===== src/rtl/spi_pkg.sv =====
package spi_pkg;

    // Byte offsets of the APB registers
    typedef enum logic [3:0] {
        REG_CTRL   = 4'd0,
        REG_STATUS = 4'd4,
        REG_TXDATA = 4'd8,
        REG_RXDATA = 4'd12
    } spi_reg_addr_t;

    // Bit positions inside REG_CTRL
    localparam int CTRL_ENABLE_BIT    = 0;
    localparam int CTRL_LSB_FIRST_BIT = 1;
    localparam int CTRL_LENGTH_LSB    = 8;
    localparam int CTRL_LENGTH_WIDTH  = 5;

    // Bit positions inside REG_STATUS
    localparam int STATUS_BUSY_BIT     = 0;
    localparam int STATUS_TX_FULL_BIT  = 1;
    localparam int STATUS_RX_EMPTY_BIT = 2;

    // One queued transfer; the control fields travel with the word
    // so later CTRL writes leave queued words untouched
    typedef struct packed {
        logic [31:0] data;
        logic [4:0]  length_minus_one;
        logic        lsb_first;
    } spi_tx_entry_t;

    // Transfer engine states
    typedef enum logic [1:0] {
        ST_IDLE,
        ST_SETUP,
        ST_SHIFT,
        ST_DONE
    } spi_state_t;

endpackage


===== src/rtl/spi_word_fifo.sv =====
module spi_word_fifo #(
    parameter int WIDTH      = 32,
    parameter int FIFO_DEPTH = 4
) (
    input  logic             clock,
    input  logic             reset,
    input  logic             push,
    input  logic [WIDTH-1:0] push_data,
    input  logic             pop,
    output logic [WIDTH-1:0] head,
    output logic             full,
    output logic             empty
);
    localparam int PTR_WIDTH   = (FIFO_DEPTH > 1) ? $clog2(FIFO_DEPTH) : 1;
    localparam int COUNT_WIDTH = $clog2(FIFO_DEPTH + 1);

    logic [WIDTH-1:0]       storage [FIFO_DEPTH];
    logic [PTR_WIDTH-1:0]   write_ptr;
    logic [PTR_WIDTH-1:0]   read_ptr;
    logic [COUNT_WIDTH-1:0] count;
    logic                   do_push;
    logic                   do_pop;

    // A push into a full FIFO or a pop from an empty one is ignored
    assign do_push = push && !full;
    assign do_pop  = pop && !empty;

    assign full  = (count == COUNT_WIDTH'(FIFO_DEPTH));
    assign empty = (count == '0);

    // Show-ahead output
    assign head = storage[read_ptr];

    always_ff @(posedge clock) begin
        if (do_push) begin
            storage[write_ptr] <= push_data;
        end
    end

    always_ff @(posedge clock) begin
        if (!reset) begin
            write_ptr <= '0;
            read_ptr  <= '0;
            count     <= '0;
        end else begin
            if (do_push) begin
                write_ptr <= (write_ptr == PTR_WIDTH'(FIFO_DEPTH - 1)) ? '0 : write_ptr + 1'b1;
            end
            if (do_pop) begin
                read_ptr <= (read_ptr == PTR_WIDTH'(FIFO_DEPTH - 1)) ? '0 : read_ptr + 1'b1;
            end
            if (do_push && !do_pop) begin
                count <= count + 1'b1;
            end else if (do_pop && !do_push) begin
                count <= count - 1'b1;
            end
        end
    end

endmodule


===== src/rtl/spi_shift_register.sv =====
module spi_shift_register import spi_pkg::*; (
    input  logic          clock,
    input  logic          reset,
    input  logic          load,
    input  spi_tx_entry_t load_entry,
    input  logic          shift_out_edge,
    input  logic          sample_edge,
    input  logic          miso,
    output logic          mosi,
    output logic [31:0]   received
);
    logic [31:0] shift_reg;
    logic [4:0]  length_minus_one;
    logic        lsb_first;
    logic [31:0] shifted;
    logic [31:0] length_mask;

    // Transmit bits leave from one end while received bits enter at the other,
    // so after length_minus_one + 1 samples the word is fully replaced
    always_comb begin
        if (lsb_first) begin
            shifted = shift_reg >> 1;
            shifted[length_minus_one] = miso;
        end else begin
            shifted = shift_reg << 1;
            shifted[0] = miso;
        end
    end

    always_ff @(posedge clock) begin
        if (load) begin
            shift_reg        <= load_entry.data;
            length_minus_one <= load_entry.length_minus_one;
            lsb_first        <= load_entry.lsb_first;
        end else if (sample_edge) begin
            shift_reg <= shifted;
        end
    end

    // The first bit goes out with the load, the rest on each falling edge
    always_ff @(posedge clock) begin
        if (!reset) begin
            mosi <= 1'b0;
        end else if (load) begin
            if (load_entry.lsb_first) begin
                mosi <= load_entry.data[0];
            end else begin
                mosi <= load_entry.data[load_entry.length_minus_one];
            end
        end else if (shift_out_edge) begin
            if (lsb_first) begin
                mosi <= shift_reg[0];
            end else begin
                mosi <= shift_reg[length_minus_one];
            end
        end
    end

    // Upper bits above the transfer length still hold leftover transmit data
    assign length_mask = 32'hffff_ffff >> (5'd31 - length_minus_one);
    assign received    = shift_reg & length_mask;

endmodule


===== src/rtl/spi_transfer_engine.sv =====
module spi_transfer_engine import spi_pkg::*; #(
    parameter int CLOCK_DIVIDER = 2
) (
    input  logic          clock,
    input  logic          reset,
    input  logic          enable,
    input  spi_tx_entry_t tx_head,
    input  logic          tx_empty,
    output logic          tx_pop,
    input  logic          rx_full,
    output logic          rx_push,
    output logic [31:0]   rx_word,
    output logic          busy,
    output logic          sclk,
    output logic          cs_n,
    output logic          mosi,
    input  logic          miso
);
    localparam int DIV_WIDTH = (CLOCK_DIVIDER > 1) ? $clog2(CLOCK_DIVIDER) : 1;

    spi_state_t           state;
    logic [DIV_WIDTH-1:0] div_count;
    logic [4:0]           bit_count;
    logic [4:0]           length_minus_one;
    logic                 half_end;
    logic                 last_bit;
    logic                 sample_edge;
    logic                 falling_edge;
    logic                 shift_out_edge;

    // A new transfer starts only when its result has room in the receive FIFO
    assign tx_pop  = (state == ST_IDLE) && enable && !tx_empty && !rx_full;
    assign rx_push = (state == ST_DONE);
    assign busy    = (state != ST_IDLE);

    assign half_end       = (div_count == DIV_WIDTH'(CLOCK_DIVIDER - 1));
    assign last_bit       = (bit_count == length_minus_one);
    assign sample_edge    = half_end && ((state == ST_SETUP) || (state == ST_SHIFT && !sclk));
    assign falling_edge   = half_end && (state == ST_SHIFT) && sclk;
    // No new bit is presented after the final falling edge
    assign shift_out_edge = falling_edge && !last_bit;

    always_ff @(posedge clock) begin
        if (tx_pop) begin
            length_minus_one <= tx_head.length_minus_one;
        end
    end

    always_ff @(posedge clock) begin
        if (!reset) begin
            state     <= ST_IDLE;
            div_count <= '0;
            bit_count <= '0;
            sclk      <= 1'b0;
            cs_n      <= 1'b1;
        end else begin
            case (state)
                ST_IDLE: begin
                    div_count <= '0;
                    bit_count <= '0;
                    if (tx_pop) begin
                        cs_n  <= 1'b0;
                        state <= ST_SETUP;
                    end
                end
                ST_SETUP: begin
                    div_count <= half_end ? '0 : div_count + 1'b1;
                    if (half_end) begin
                        sclk  <= 1'b1;
                        state <= ST_SHIFT;
                    end
                end
                ST_SHIFT: begin
                    div_count <= half_end ? '0 : div_count + 1'b1;
                    if (half_end) begin
                        sclk <= !sclk;
                    end
                    if (falling_edge) begin
                        if (last_bit) begin
                            state <= ST_DONE;
                        end else begin
                            bit_count <= bit_count + 1'b1;
                        end
                    end
                end
                ST_DONE: begin
                    cs_n  <= 1'b1;
                    state <= ST_IDLE;
                end
                default: begin
                    state <= ST_IDLE;
                end
            endcase
        end
    end

    spi_shift_register shift_register_i (
        .clock          (clock),
        .reset          (reset),
        .load           (tx_pop),
        .load_entry     (tx_head),
        .shift_out_edge (shift_out_edge),
        .sample_edge    (sample_edge),
        .miso           (miso),
        .mosi           (mosi),
        .received       (rx_word)
    );

endmodule


===== src/rtl/apb_spi_regs.sv =====
module apb_spi_regs import spi_pkg::*; (
    input  logic          clock,
    input  logic          reset,
    input  logic          psel,
    input  logic          penable,
    input  logic          pwrite,
    input  logic [3:0]    paddr,
    input  logic [31:0]   pwdata,
    output logic [31:0]   prdata,
    output logic          pready,
    output logic          pslverr,
    output logic          enable,
    output logic          tx_push,
    output spi_tx_entry_t tx_entry,
    input  logic          tx_full,
    output logic          rx_pop,
    input  logic [31:0]   rx_head,
    input  logic          rx_empty,
    input  logic          busy
);
    spi_reg_addr_t reg_addr;
    logic          access;
    logic          lsb_first;
    logic [4:0]    length_minus_one;
    logic [31:0]   ctrl_word;
    logic [31:0]   status_word;

    // Every access finishes in its first access phase
    assign pready   = 1'b1;
    assign access   = psel && penable;
    assign reg_addr = spi_reg_addr_t'(paddr);

    always_comb begin
        ctrl_word = '0;
        ctrl_word[CTRL_ENABLE_BIT] = enable;
        ctrl_word[CTRL_LSB_FIRST_BIT] = lsb_first;
        ctrl_word[CTRL_LENGTH_LSB +: CTRL_LENGTH_WIDTH] = length_minus_one;
    end

    always_comb begin
        status_word = '0;
        status_word[STATUS_BUSY_BIT] = busy;
        status_word[STATUS_TX_FULL_BIT] = tx_full;
        status_word[STATUS_RX_EMPTY_BIT] = rx_empty;
    end

    // The current control fields are attached to each transmit word
    assign tx_entry.data             = pwdata;
    assign tx_entry.length_minus_one = length_minus_one;
    assign tx_entry.lsb_first        = lsb_first;

    always_comb begin
        prdata  = '0;
        pslverr = 1'b0;
        tx_push = 1'b0;
        rx_pop  = 1'b0;
        if (access) begin
            case (reg_addr)
                REG_CTRL: begin
                    prdata = pwrite ? '0 : ctrl_word;
                end
                REG_STATUS: begin
                    prdata = pwrite ? '0 : status_word;
                end
                REG_TXDATA: begin
                    if (pwrite) begin
                        tx_push = !tx_full;
                        pslverr = tx_full;
                    end
                end
                REG_RXDATA: begin
                    if (!pwrite) begin
                        // An empty FIFO answers with zero and an error
                        rx_pop  = !rx_empty;
                        pslverr = rx_empty;
                        prdata  = rx_empty ? '0 : rx_head;
                    end
                end
                default: begin
                    pslverr = 1'b1;
                end
            endcase
        end
    end

    // Reset selects full 32-bit transfers, MSB first, engine stopped
    always_ff @(posedge clock) begin
        if (!reset) begin
            enable           <= 1'b0;
            lsb_first        <= 1'b0;
            length_minus_one <= 5'd31;
        end else if (access && pwrite && reg_addr == REG_CTRL) begin
            enable           <= pwdata[CTRL_ENABLE_BIT];
            lsb_first        <= pwdata[CTRL_LSB_FIRST_BIT];
            length_minus_one <= pwdata[CTRL_LENGTH_LSB +: CTRL_LENGTH_WIDTH];
        end
    end

endmodule


===== src/rtl/apb_spi_master.sv =====
module apb_spi_master import spi_pkg::*; #(
    parameter int CLOCK_DIVIDER = 2,
    parameter int FIFO_DEPTH    = 4
) (
    input  logic        clock,
    input  logic        reset,
    input  logic        psel,
    input  logic        penable,
    input  logic        pwrite,
    input  logic [3:0]  paddr,
    input  logic [31:0] pwdata,
    output logic [31:0] prdata,
    output logic        pready,
    output logic        pslverr,
    output logic        sclk,
    output logic        cs_n,
    output logic        mosi,
    input  logic        miso
);
    spi_tx_entry_t tx_entry;
    spi_tx_entry_t tx_head;
    logic          tx_push;
    logic          tx_pop;
    logic          tx_full;
    logic          tx_empty;
    logic [31:0]   rx_word;
    logic [31:0]   rx_head;
    logic          rx_push;
    logic          rx_pop;
    logic          rx_full;
    logic          rx_empty;
    logic          enable;
    logic          busy;

    apb_spi_regs regs_i (
        .clock    (clock),
        .reset    (reset),
        .psel     (psel),
        .penable  (penable),
        .pwrite   (pwrite),
        .paddr    (paddr),
        .pwdata   (pwdata),
        .prdata   (prdata),
        .pready   (pready),
        .pslverr  (pslverr),
        .enable   (enable),
        .tx_push  (tx_push),
        .tx_entry (tx_entry),
        .tx_full  (tx_full),
        .rx_pop   (rx_pop),
        .rx_head  (rx_head),
        .rx_empty (rx_empty),
        .busy     (busy)
    );

    // Transmit queue carries whole entries, receive queue plain words
    spi_word_fifo #(
        .WIDTH      ($bits(spi_tx_entry_t)),
        .FIFO_DEPTH (FIFO_DEPTH)
    ) tx_fifo_i (
        .clock     (clock),
        .reset     (reset),
        .push      (tx_push),
        .push_data (tx_entry),
        .pop       (tx_pop),
        .head      (tx_head),
        .full      (tx_full),
        .empty     (tx_empty)
    );

    spi_word_fifo #(
        .WIDTH      (32),
        .FIFO_DEPTH (FIFO_DEPTH)
    ) rx_fifo_i (
        .clock     (clock),
        .reset     (reset),
        .push      (rx_push),
        .push_data (rx_word),
        .pop       (rx_pop),
        .head      (rx_head),
        .full      (rx_full),
        .empty     (rx_empty)
    );

    spi_transfer_engine #(
        .CLOCK_DIVIDER (CLOCK_DIVIDER)
    ) engine_i (
        .clock    (clock),
        .reset    (reset),
        .enable   (enable),
        .tx_head  (tx_head),
        .tx_empty (tx_empty),
        .tx_pop   (tx_pop),
        .rx_full  (rx_full),
        .rx_push  (rx_push),
        .rx_word  (rx_word),
        .busy     (busy),
        .sclk     (sclk),
        .cs_n     (cs_n),
        .mosi     (mosi),
        .miso     (miso)
    );

endmodule


===== config.mk =====
export PLATFORM = sky130hd
export DESIGN_NAME = apb_spi_master
export DESIGN_NICKNAME = d
export VERILOG_FILES = /design/src/rtl/spi_pkg.sv /design/src/rtl/spi_word_fifo.sv /design/src/rtl/spi_shift_register.sv /design/src/rtl/spi_transfer_engine.sv /design/src/rtl/apb_spi_regs.sv /design/src/rtl/apb_spi_master.sv
export SDC_FILE = /design/constraint.sdc
export NUM_CORES = 1
export LEC_CHECK = 0
export BUFFER_PORTS_ARGS = -buffer_cell sky130_fd_sc_hd__buf_2
export CAP_MARGIN = 40
export CORE_UTILIZATION = 45
export CTS_BUF_LIST = sky130_fd_sc_hd__clkbuf_8
export DETAILED_ROUTE_END_ITERATION = 16
export PLACE_DENSITY_LB_ADDON = 0.05
export SLEW_MARGIN = 15
export SYNTH_ARGS = -nofsm -noshare
export SYNTH_HDL_FRONTEND = slang
export SYNTH_SLANG_ARGS = --single-unit

===== constraint.sdc =====
create_clock -name clock -period 2.85 [get_ports clock]
set_input_delay 0.285 -clock clock [delete_from_list [all_inputs] [get_ports clock]]
set_output_delay 0.285 -clock clock [all_outputs]
set_load 0.005 [all_outputs]

After elaboration in Yosys (flattened, before gate mapping)
Memories as Yosys holds them, arrays and structs flattened. A register that Yosys moved wholly into a read port is not among the register bits.
Index checks and enable logic that the tools add are counted.
{ "op_classes": {"mux": 61, "n_addsub": 11, "magnitude_cmp": 3, "shift": 1, "bitwise": 1, "n_eq_ne": 19, "reduce_logical": 50} }
{ "op_table": {"columns": ["op", "n"], "rows": [
  ["32-bit 2-to-1 mux", 6],
  ["32-bit case mux with 3 select lines", 1],
  ["32-bit AND", 1],
  ["32-bit bitwise mux", 1],
  ["32-bit by 5-bit right shift with 32-bit output (first input constant)", 1],
  ["1-bit 2-to-1 mux", 24],
  ["2-bit 2-to-1 mux", 12],
  ["1-bit logical AND", 20],
  ["2-bit nonzero test", 9],
  ["3-bit 2-to-1 mux", 5],
  ["13-bit 2-to-1 mux", 1],
  ["2-bit equality test (second input constant)", 6],
  ["5-bit by 6-bit less-than comparator with 1-bit output (second input constant)", 2],
  ["1-bit binary-select mux with 5-bit select", 2],
  ["1-bit zero test", 10],
  ["5-bit 2-to-1 mux", 2],
  ["5-bit case mux with 2 select lines", 1],
  ["2-bit by 1-bit adder with 2-bit output (second input constant)", 4],
  ["4-bit equality test (second input constant)", 2],
  ["2-bit by 1-bit != test with 1-bit output (second input constant)", 4],
  ["2-bit case mux with 4 select lines", 1],
  ["3-bit by 1-bit adder with 3-bit output (second input constant)", 2],
  ["3-bit equality test (second input constant)", 2],
  ["3-bit zero test", 2],
  ["19 further kinds", 25]
]} }
{ "totals": {"ram_bits": 280, "inputBits": 42, "out_inout_bits": 37, "memories": 2, "regBits": 70, "elab_cells": 166} }
{ "memory_table": {"columns": ["name", "depth", "width", "read_ports", "rd_ports_with_merged_regs", "write_ports", "line_no", "source"], "rows": [
  ["tx_fifo_i.storage", 4, 38, 1, 1, 1, "spi_word_fifo.sv:17", "logic [WIDTH-1:0] storage [FIFO_DEPTH];"],
  ["rx_fifo_i.storage", 4, 32, 1, 1, 1, "spi_word_fifo.sv:17", null]
]} }

Longest topological paths before layout
Gate-level depths: netlist of run 1.
{ "logic_depth": {"depth_word": 10, "ltp_mapped": 12, "mapped_depth_nobuf": 10} }

Modules after synthesis
From an unflattened synthesis of run 1, not the netlist that was laid out.
{ "unflattened": {"hier_cells": 1072, "area_unflattened_um2": 16375.7} }
{ "by_module_without_submodules": {"columns": ["module", "seq_area_each_um2", "area_each_um2", "n_inst", "cells_per_inst"], "rows": [
  ["spi_word_fifo at tx_fifo_i", 4744.6, 5978.2, 1, 249],
  ["spi_word_fifo at rx_fifo_i", 4023.9, 5138.7, 1, 218],
  ["spi_shift_register", 1161.1, 3407.0, 1, 388],
  ["apb_spi_regs", 140.1, 1037.2, 1, 135],
  ["spi_transfer_engine", 350.3, 814.5, 1, 82]
]} }

Least setup slack after synthesis of run 1
No wires, ideal clock.
{ "synth_timing": {"path_type": "flip-flop to flip-flop", "from": "reg engine_i.state[0]", "to": "reg tx_fifo_i.count[2]", "n_path_buf": 2, "setup_ns": 0.071, "stages_incl_launch_ff": 13, "setup_slack_ns": 0.054, "period_less_slack_ns": 2.796, "required_ns": 2.779, "t_arrival_ns": 2.726, "path_cell_list": "dfxtp_1 -> inv_1 -> ha_1 -> o311ai_1 -> nand2b_1 -> clkbuf_1 -> clkbuf_1 -> ha_1 -> inv_1 -> fa_1 -> xor2_1 -> or3_1 -> a21oi_1"} }
{ "synth_between": {"elab_chain_cells": 8, "word_cells_on_any_way": 10, "cone_classes": "mux: 1; reduce/logical: 9"} }
{ "synth_lines": {"columns": ["item", "line_no", "source"], "rows": [
  ["start, declared", "spi_transfer_engine.sv:21", "spi_state_t state;"],
  ["start signal, assigned", "spi_transfer_engine.sv:51", "state <= ST_IDLE;"],
  ["start signal, assigned", "spi_transfer_engine.sv:63", "state <= ST_SETUP;"],
  ["start signal, assigned", "spi_transfer_engine.sv:70", "state <= ST_SHIFT;"],
  ["2-bit zero test (*)", "spi_transfer_engine.sv:32", "assign tx_pop = (state == ST_IDLE) && enable && !tx_empty && !rx_full;"],
  ["1-bit logical AND (*) (3 in a row)", "spi_transfer_engine.sv:32", null],
  ["1-bit logical AND (*)", "spi_word_fifo.sv:26", "assign do_pop = pop && !empty;"],
  ["1-bit zero test", "spi_word_fifo.sv:52", "if (do_push && !do_pop) begin"],
  ["1-bit logical AND", "spi_word_fifo.sv:52", null],
  ["3-bit 2-to-1 mux / 2-bit nonzero test (equally long branches)", null, null],
  ["end signal, assigned", "spi_word_fifo.sv:53", "count <= count + 1'b1;"],
  ["end signal, assigned", "spi_word_fifo.sv:55", "count <= count - 1'b1;"],
  ["end, declared", "spi_word_fifo.sv:20", "logic [COUNT_WIDTH-1:0] count;"]
]} }
Every way passes the cells marked *; elsewhere a longest branch is shown, timed or not.
A chain may end at the register's enable or synchronous reset.

Worst setup path in the final report of run 1
{ "layout_timing": {"from": "reg rx_fifo_i.count[0]", "to": "out prdata[9]"} }
{ "layout_between": {"elab_chain_cells": 5} }
{ "layout_lines": {"columns": ["item", "line_no", "source"], "rows": [
  ["start, declared", "spi_word_fifo.sv:20", null],
  ["start signal, assigned", "spi_word_fifo.sv:53", null],
  ["start signal, assigned", "spi_word_fifo.sv:55", null],
  ["3-bit zero test", "spi_word_fifo.sv:29", "assign empty = (count == '0);"],
  ["32-bit 2-to-1 mux", "apb_spi_regs.sv:76", "prdata = rx_empty ? '0 : rx_head;"],
  ["32-bit 2-to-1 mux", "apb_spi_regs.sv:72", "if (!pwrite) begin"],
  ["32-bit case mux with 3 select lines", "apb_spi_regs.sv:58", "case (reg_addr)"],
  ["32-bit 2-to-1 mux", "apb_spi_regs.sv:57", "if (access) begin"],
  ["end, declared", "apb_spi_master.sv:12", "output logic [31:0] prdata,"]
]} }
No other way between the ends.

==> results.md, run 1 <==
* Seq. cell area at 10,300 µm²
* Area of the multi-input gates at 4760 µm²
* Reg2reg setup slack at 350 ps
* Pwr per Cell Area at 579 nW/µm²
* Worst-Margin Slew at 720 ps
* Avg Vias per Cell at 5.48
* Layout cells sized above 1 at 25.0%
* Ports at 79
* Setup Fix Bufs, Post-CTS at 0
* Drt pass-1 iters at 5
* Row count at 67
* Commonest cells in the netlist: edfxtp_1 (318), nand2_1 (109), mux4_2 (86), nor2_1 (49), clkbuf_1 (42)
* CTS tree: built
* Final TNS setup at 0 ps
* First-pass GRT wire length at 53.3 mm
* Post-synth EDFFs at 318
* First DRT Iteration DRCs at 741
* Max_slew headroom at 52.0%
* # setup viols final at 0
* I/O Buffers at 77
* Fill count at 2,848
* Critical path data required time at 2570 ps
* DP Area at 16,400 µm²
* Crit-path cells: or3_1 > and4_1 > and2_1 > buf_4 > a22o_1 > buf_2
* Synth Cell Area at 15,400 µm²
* Critical path data arrival time at 2280 ps
* Ys async rst share at 0%
* Hold Path Sink: engine_i.shift_register_i.shift_reg[31]$_DFFE_PP_
* Final ANT Viol Nets at 0
* Min cycle time layout at 2560 ps
* Synth top area share at 62.1%
* Die ar. at 34,900 µm²
* Total power at 10.4 mW
* Worst Setup Start Kind: flop
* Nets@finish at 1,195
* Final hold vios at 0
* WHS Path Cells at 3
* DR WL/cell at 21.0 µm
* Critical path fanouts, max at 7
* Synth area leader: edfxtp_1
* Die H at 187 µm
* Max_cap viols at 0
* Clock transition at path regs at 60 ps
* Post-Place Setup Slack at 312 ps
* Vias in the first global route at 9,175
* Root Driver: clkbuf_8
* Antenna violations before repair at 0
* Final antenna diode count at 0
* Combinational Power Share at 2.2%
* Fin worst setup slack at 289 ps
* Clock network fraction of design power at 43.5%
* Setup crit end kind: primary output
* Max frequency at 390 MHz
* Core area at 33,500 µm²
* Setup CP Type: flop to primary output
* Count leader, synth: edfxtp_1
* Via count at 8,900
* RSZ-0062 raised after global routing: false
* Ys flop type: edfxtp_1
* TritonCTS Sinks at 354
* PostCTS Resize Cnt at 0
* Yosys reg bits at 354
* Grt total ovfl at 0
* Die width at 187 µm
* Clock latency on the worst-skew pair at 620 ps
* Syn nets at 1,050
* Fin crit share at 89.9%
* Synth top area cells: edfxtp_1 (62%), mux4_2 (13%), dfxtp_1 (4.7%)
* Largest net degree at the start of global routing at 63
* Post-route cell area at 18,000 µm²
* Slowest cell on crit path: or3_1
* # DRC at 0
* Mapped Avg Cell Area at 15.6 µm²
* Max FFs per register at 152
* HP Start: miso
* Hold Crit Class: input port to flop
* Switching pwr at 2.14 mW
* Status: completed
* Net Sw Frac at 20.6%
* Cell Int Power at 8.25 mW
* Share of total power in sequential cells at 54.3%
* VDD IR max at 0.376 mV
* Worst r2r src: rx_fifo_i.count[0]$_SDFFE_PN0P_
* Slew Limit Fails at 0
* GRT Total Usage at 19.9%
* Area Growth Syn to Fin at 16.8%
* P_leak at 6.23 nW
* Initial Util at 45.8%
* Sequential fraction of the synthesis area at 66.8%
* Synth warn at 0
* Crit path largest cell delay at 410 ps
* GPL Wtd Cong at 0.831
* Routed WL at 34.2 mm
* Mapped Cells at 987
* Capturing point of the worst reg2reg path: rx_fifo_i.count[2]$_SDFFE_PN0P_
* Max Root-Sink Buffers at 3
* # H-tree levels at 2
* Detailed Place HPWL at 22.0 mm
* Synth cell types at 56
* Worst Skew at 39.7 ps
* Fin Hold WS at 272 ps
* CTS Buf Count at 57
* R2R cell count at 10
[cell usage in the layout (no fill, tap or decap), types with 6 or more instances in the layout]
cell type,n
a21oi_1,25
ha_1,19
nand2_1,109
inv_1,23
edfxtp_1,318
o311ai_1,7
clkinv_2,8
buf_2,77
buf_4,30
clkbuf_8,61
dfxtp_1,33
nand3_1,14
mux4_2,86
buf_12,7
o21ai_1,40
and2_1,8
xor2_1,12
mux2i_1,33
dlygate4sd3_1,33
nor2b_1,7
nor3_1,12
clkinv_1,19
nor2_1,49
bufinv_16,6
and3_1,33
o21ai_0,10
o211ai_1,16
[power groups by stage]
stage	logic (mW)	registers (mW)	clock network (mW)
global placement	0.190	5.75	0
detailed placement	0.196	5.75	0
global route	0.257	5.64	4.88
floorplan	0.0996	5.74	0
CTS	0.232	5.64	4.64
finish	0.230	5.64	4.52
[worst max-delay path by stage]
| stage | start | to | slack [ps] | depth (start not counted) |
|---|---|---|---|---|
| 3_3_place_gp | flop | engine_i.shift_register_i.mosi$_SDFFE_PN0P_ | 350 | 7 |
| 2_1_floorplan | engine_i.state[0]$_SDFFE_PN0P_ | tx_fifo_i.count[2]$_SDFFE_PN0P_ | 50 | 12 |
| 3_5_place_dp | paddr[1] | tx_fifo_i.count[2]$_SDFFE_PN0P_ | 310 | 10 |
| 5_1_grt | rx_fifo_i.count[0]$_SDFFE_PN0P_ | prdata[9] | 150 | 6 |
| 4_1_cts | rx_fifo_i.count[0]$_SDFFE_PN0P_ | prdata[9] | 240 | 6 |
| 6_report | rx_fifo_i.count[0]$_SDFFE_PN0P_ | prdata[9] | 290 | 6 |
[worst max-delay path, delay by kind of cell (launching register included)]
family / cells / cell delay, ps
AND/OR/NAND/NOR: 3 / 800
AO/OA/AOI/OAI: 1 / 220
flip-flops: 1 / 350
buffers and inverters: 2 / 300
[cell type report]
class | count | share of cell area [%]
sequential | 354 | 57.2
multi-input combinational | 551 | 26.5
timing repair buffer | 148 | 6.10
clock buffer | 61 | 4.68
tap | 448 | 3.12
clock inverter | 43 | 1.92
inverter | 20 | 0.418
[cell families after synthesis]
group / share of synthesized area [%]
muxes: 14.9
AOI/OAI and AO/OA: 5.70
buffers and inverters: 2.23
and+or+nand+nor: 7.83
DFF: 66.8
adders and majority gates: 1.81
xor gates and xnor gates: 0.684
other: 0.0244
[through the flow]
step | util, % | cells
4_1_cts | 53.5 | 1625
6_report | 53.5 | 1625
2_1_floorplan | - | 987
3_5_place_dp | 49.0 | 1488
5_1_grt | 53.5 | 1625
3_3_place_gp | 49.0 | 1487
[repair_timing]
item / CTS / global route
hold buffers: 33 / 0
hold endpoints to repair: 136 / 0
setup endpoints to repair: 0 / 0
[metal layers]
metal / wire length (µm) / global-route usage, % / vias to the layer above
met3: 1230 / 3.22 / 53
met4: 900 / 6.84 / 0
met5: 0 / 0 / -
met2: 16400 / 32.4 / 201
li1: - / - / 4142
met1: 15600 / 27.4 / 4504
No activity file was read; power rests on OpenSTA's default activity.
==> inputs of run 2 (changes only) <==
--- a/config.mk
+++ b/config.mk
@@ -5,13 +5,14 @@
 export SDC_FILE = /design/constraint.sdc
 export NUM_CORES = 1
 export LEC_CHECK = 0
-export BUFFER_PORTS_ARGS = -buffer_cell sky130_fd_sc_hd__buf_2
 export CAP_MARGIN = 40
+export CORE_ASPECT_RATIO = 1.1
 export CORE_UTILIZATION = 45
 export CTS_BUF_LIST = sky130_fd_sc_hd__clkbuf_8
 export DETAILED_ROUTE_END_ITERATION = 16
+export DONT_BUFFER_PORTS = 1
 export PLACE_DENSITY_LB_ADDON = 0.05
-export SLEW_MARGIN = 15
+export SLEW_MARGIN = 20
 export SYNTH_ARGS = -nofsm -noshare
 export SYNTH_HDL_FRONTEND = slang
 export SYNTH_SLANG_ARGS = --single-unit
==> run 2 against run 1 <==
  * Final cell count down 6.0%
  * Die area about the same
  * First-iteration DRC count decreased by 8.6%
  * Via count decreased by 2.7%
  * Register-to-register slack got worse by 170 ps
  * Fmax fell by 4.2%
  * Combinational power fell by 17%
  * Core utilization is 1.5 points lower
  * Largest power group unchanged
  * Global-route usage is 0.58 points higher
  * Sequential share of layout area increased by 1.7 points
  * Clock skew fell by 14 ps
==> results.md, run 2 (same netlist as run 1, synthesis figures left out) <==
* Clock transition at path regs at 60 ps
* Commonest non-fill, non-tap cell in the layout: edfxtp_1
* VDD IR max at 0.417 mV
* TritonCTS Sinks at 354
* Vias in the first global route at 9,176
* # DRC at 0
* Area Growth Syn to Fin at 13.4%
* Critical path data arrival time at 3190 ps
* Crit. Startpoint: rx_fifo_i.count[0]$_SDFFE_PN0P_
* Final ANT Viol Nets at 0
* CTS Buf Count at 56
* Slowest cell on crit path: or3_1
* Crit-path leading delay family: simple AND/OR/NAND/NOR gates
* Hold Crit Class: input port to flop
* Setup Fix Bufs, Post-CTS at 0
* Die H at 196 µm
* Pwr per Cell Area at 567 nW/µm²
* Max Root-Sink Buffers at 3
* Antenna violations before repair at 0
* Grt total ovfl at 0
* Layout cells sized above 1 at 19.0%
* Crit path largest cell delay at 410 ps
* Avg Vias per Cell at 5.67
* DP Area at 16,000 µm²
* Final core utilization at 52.1%
* HP Start: miso
* Critical path fanouts, max at 8
* Clock latency on the worst-skew pair at 600 ps
* Nets@finish at 1,114
* Post-route cell area at 17,400 µm²
* Cell Int Power at 7.83 mW
* Fin Hold WS at 78.5 ps
* Setup CP Type: flop to flop
* Min cycle time layout at 2670 ps
* Hold buffers post-CTS at 35
* Setup crit end kind: flop
* # setup viols final at 0
* Share of total power in sequential cells at 57.1%
* Initial Util at 45.9%
* Core area at 33,500 µm²
* Net Sw Frac at 20.8%
* Slew Limit Fails at 0
* Crit-path cells: or3_1 > and4_1 > and2_1 > inv_2 > ha_1 > inv_1 > fa_1 > xor2_1 > or3_1 > a21oi_1
* Worst Skew at 25.8 ps
* P_leak at 5.82 nW
* Final TNS setup at 0 ps
* Die width at 178 µm
* CTS tree: built
* Fin crit share at 93.8%
* Critical path data required time at 3370 ps
* Ports at 79
* Max_slew headroom at 48.6%
* PostCTS Resize Cnt at 0
* Largest net degree at the start of global routing at 63
* Worst Setup Start Kind: flop
* Via count at 8,661
* RSZ-0062 raised after global routing: false
* Clock network fraction of design power at 41.0%
* Final hold vios at 0
* First DRT Iteration DRCs at 677
* Final antenna diode count at 0
* Die ar. at 34,900 µm²
* Max_cap viols at 0
* GPL Wtd Cong at 0.883
* Worst r2r src: rx_fifo_i.count[0]$_SDFFE_PN0P_
* Detailed Place HPWL at 22.6 mm
* Status: completed
* Commonest non-fill, non-tap cells in the layout: edfxtp_1 (318), nand2_1 (109), mux4_2 (86)
* First-pass GRT wire length at 53.5 mm
* # H-tree levels at 2
* Max FFs per register at 152
* Drt pass-1 iters at 6
* Switching pwr at 2.05 mW
* DR WL/cell at 22.6 µm
* Row count at 70
* CP bufs+invs at 2
* GRT Total Usage at 20.5%
* Root Driver: clkbuf_8
* Crit path top cell by count: or3_1
* I/O Buffers at 0
* Worst-Margin Slew at 770 ps
* Routed WL at 34.5 mm
* Max frequency at 374 MHz
* Combinational Power Share at 1.9%
run 2: worst min-delay path: stages:
cell and delay [ps]:
mux2i_1 50, nand2_1 60, o21ai_1 60, o21ai_1 110
run 2: power groups by stage:
| stage | sequential (mW) | clock, mW | combinational [mW] |
|---|---|---|---|
| floorplan | 5.74 | 0 | 0.0996 |
| finish | 5.64 | 4.05 | 0.190 |
| global route | 5.64 | 4.41 | 0.212 |
| CTS | 5.64 | 4.19 | 0.190 |
| detailed placement | 5.75 | 0 | 0.127 |
| global placement | 5.75 | 0 | 0.117 |
run 2: final cells by class:
cell class | count | area, µm²
Inverter | 20 | 75.1
Fill cell | 2813 | 16000
Tap cell | 432 | 541
Multi-Input combinational cell | 551 | 4760
Sequential cell | 354 | 10300
Clock inverter | 43 | 239
Timing Repair Buffer | 68 | 711
Clock buffer | 60 | 826
run 2: metrics by stage:
stage | cells | total power [mW] | setup slack (ps)
floorplan | 987 | 5.84 | 53.9
global placement | 1390 | 5.86 | 264
detailed placement | 1390 | 5.87 | 199
CTS | 1528 | 10.0 | 155
global route | 1528 | 10.3 | 16.0
finish | 1528 | 9.88 | 176
run 2: final timing paths:
| check | to | slack, ps | cells past startpoint |
|---|---|---|---|
| worst max-delay path | rx_fifo_i.count[2]$_SDFFE_PN0P_ | 180 | 10 |
| worst min-delay path | engine_i.shift_register_i.shift_reg[26]$_DFFE_PP_ | 80 | 4 |
| worst min register to register | engine_i.cs_n$_SDFFE_PN1P_ | 500 | 2 |
| worst max register to register | rx_fifo_i.count[2]$_SDFFE_PN0P_ | 180 | 10 |
run 2: metal layers:
metal	vias to the layer above	part of all wire, %	GRT usage (%)
met1	4383	43	26.7
met5	-	0	0
met4	0	3.0	7.75
met2	226	50	34.3
met3	62	4.6	3.55
li1	3990	-	-
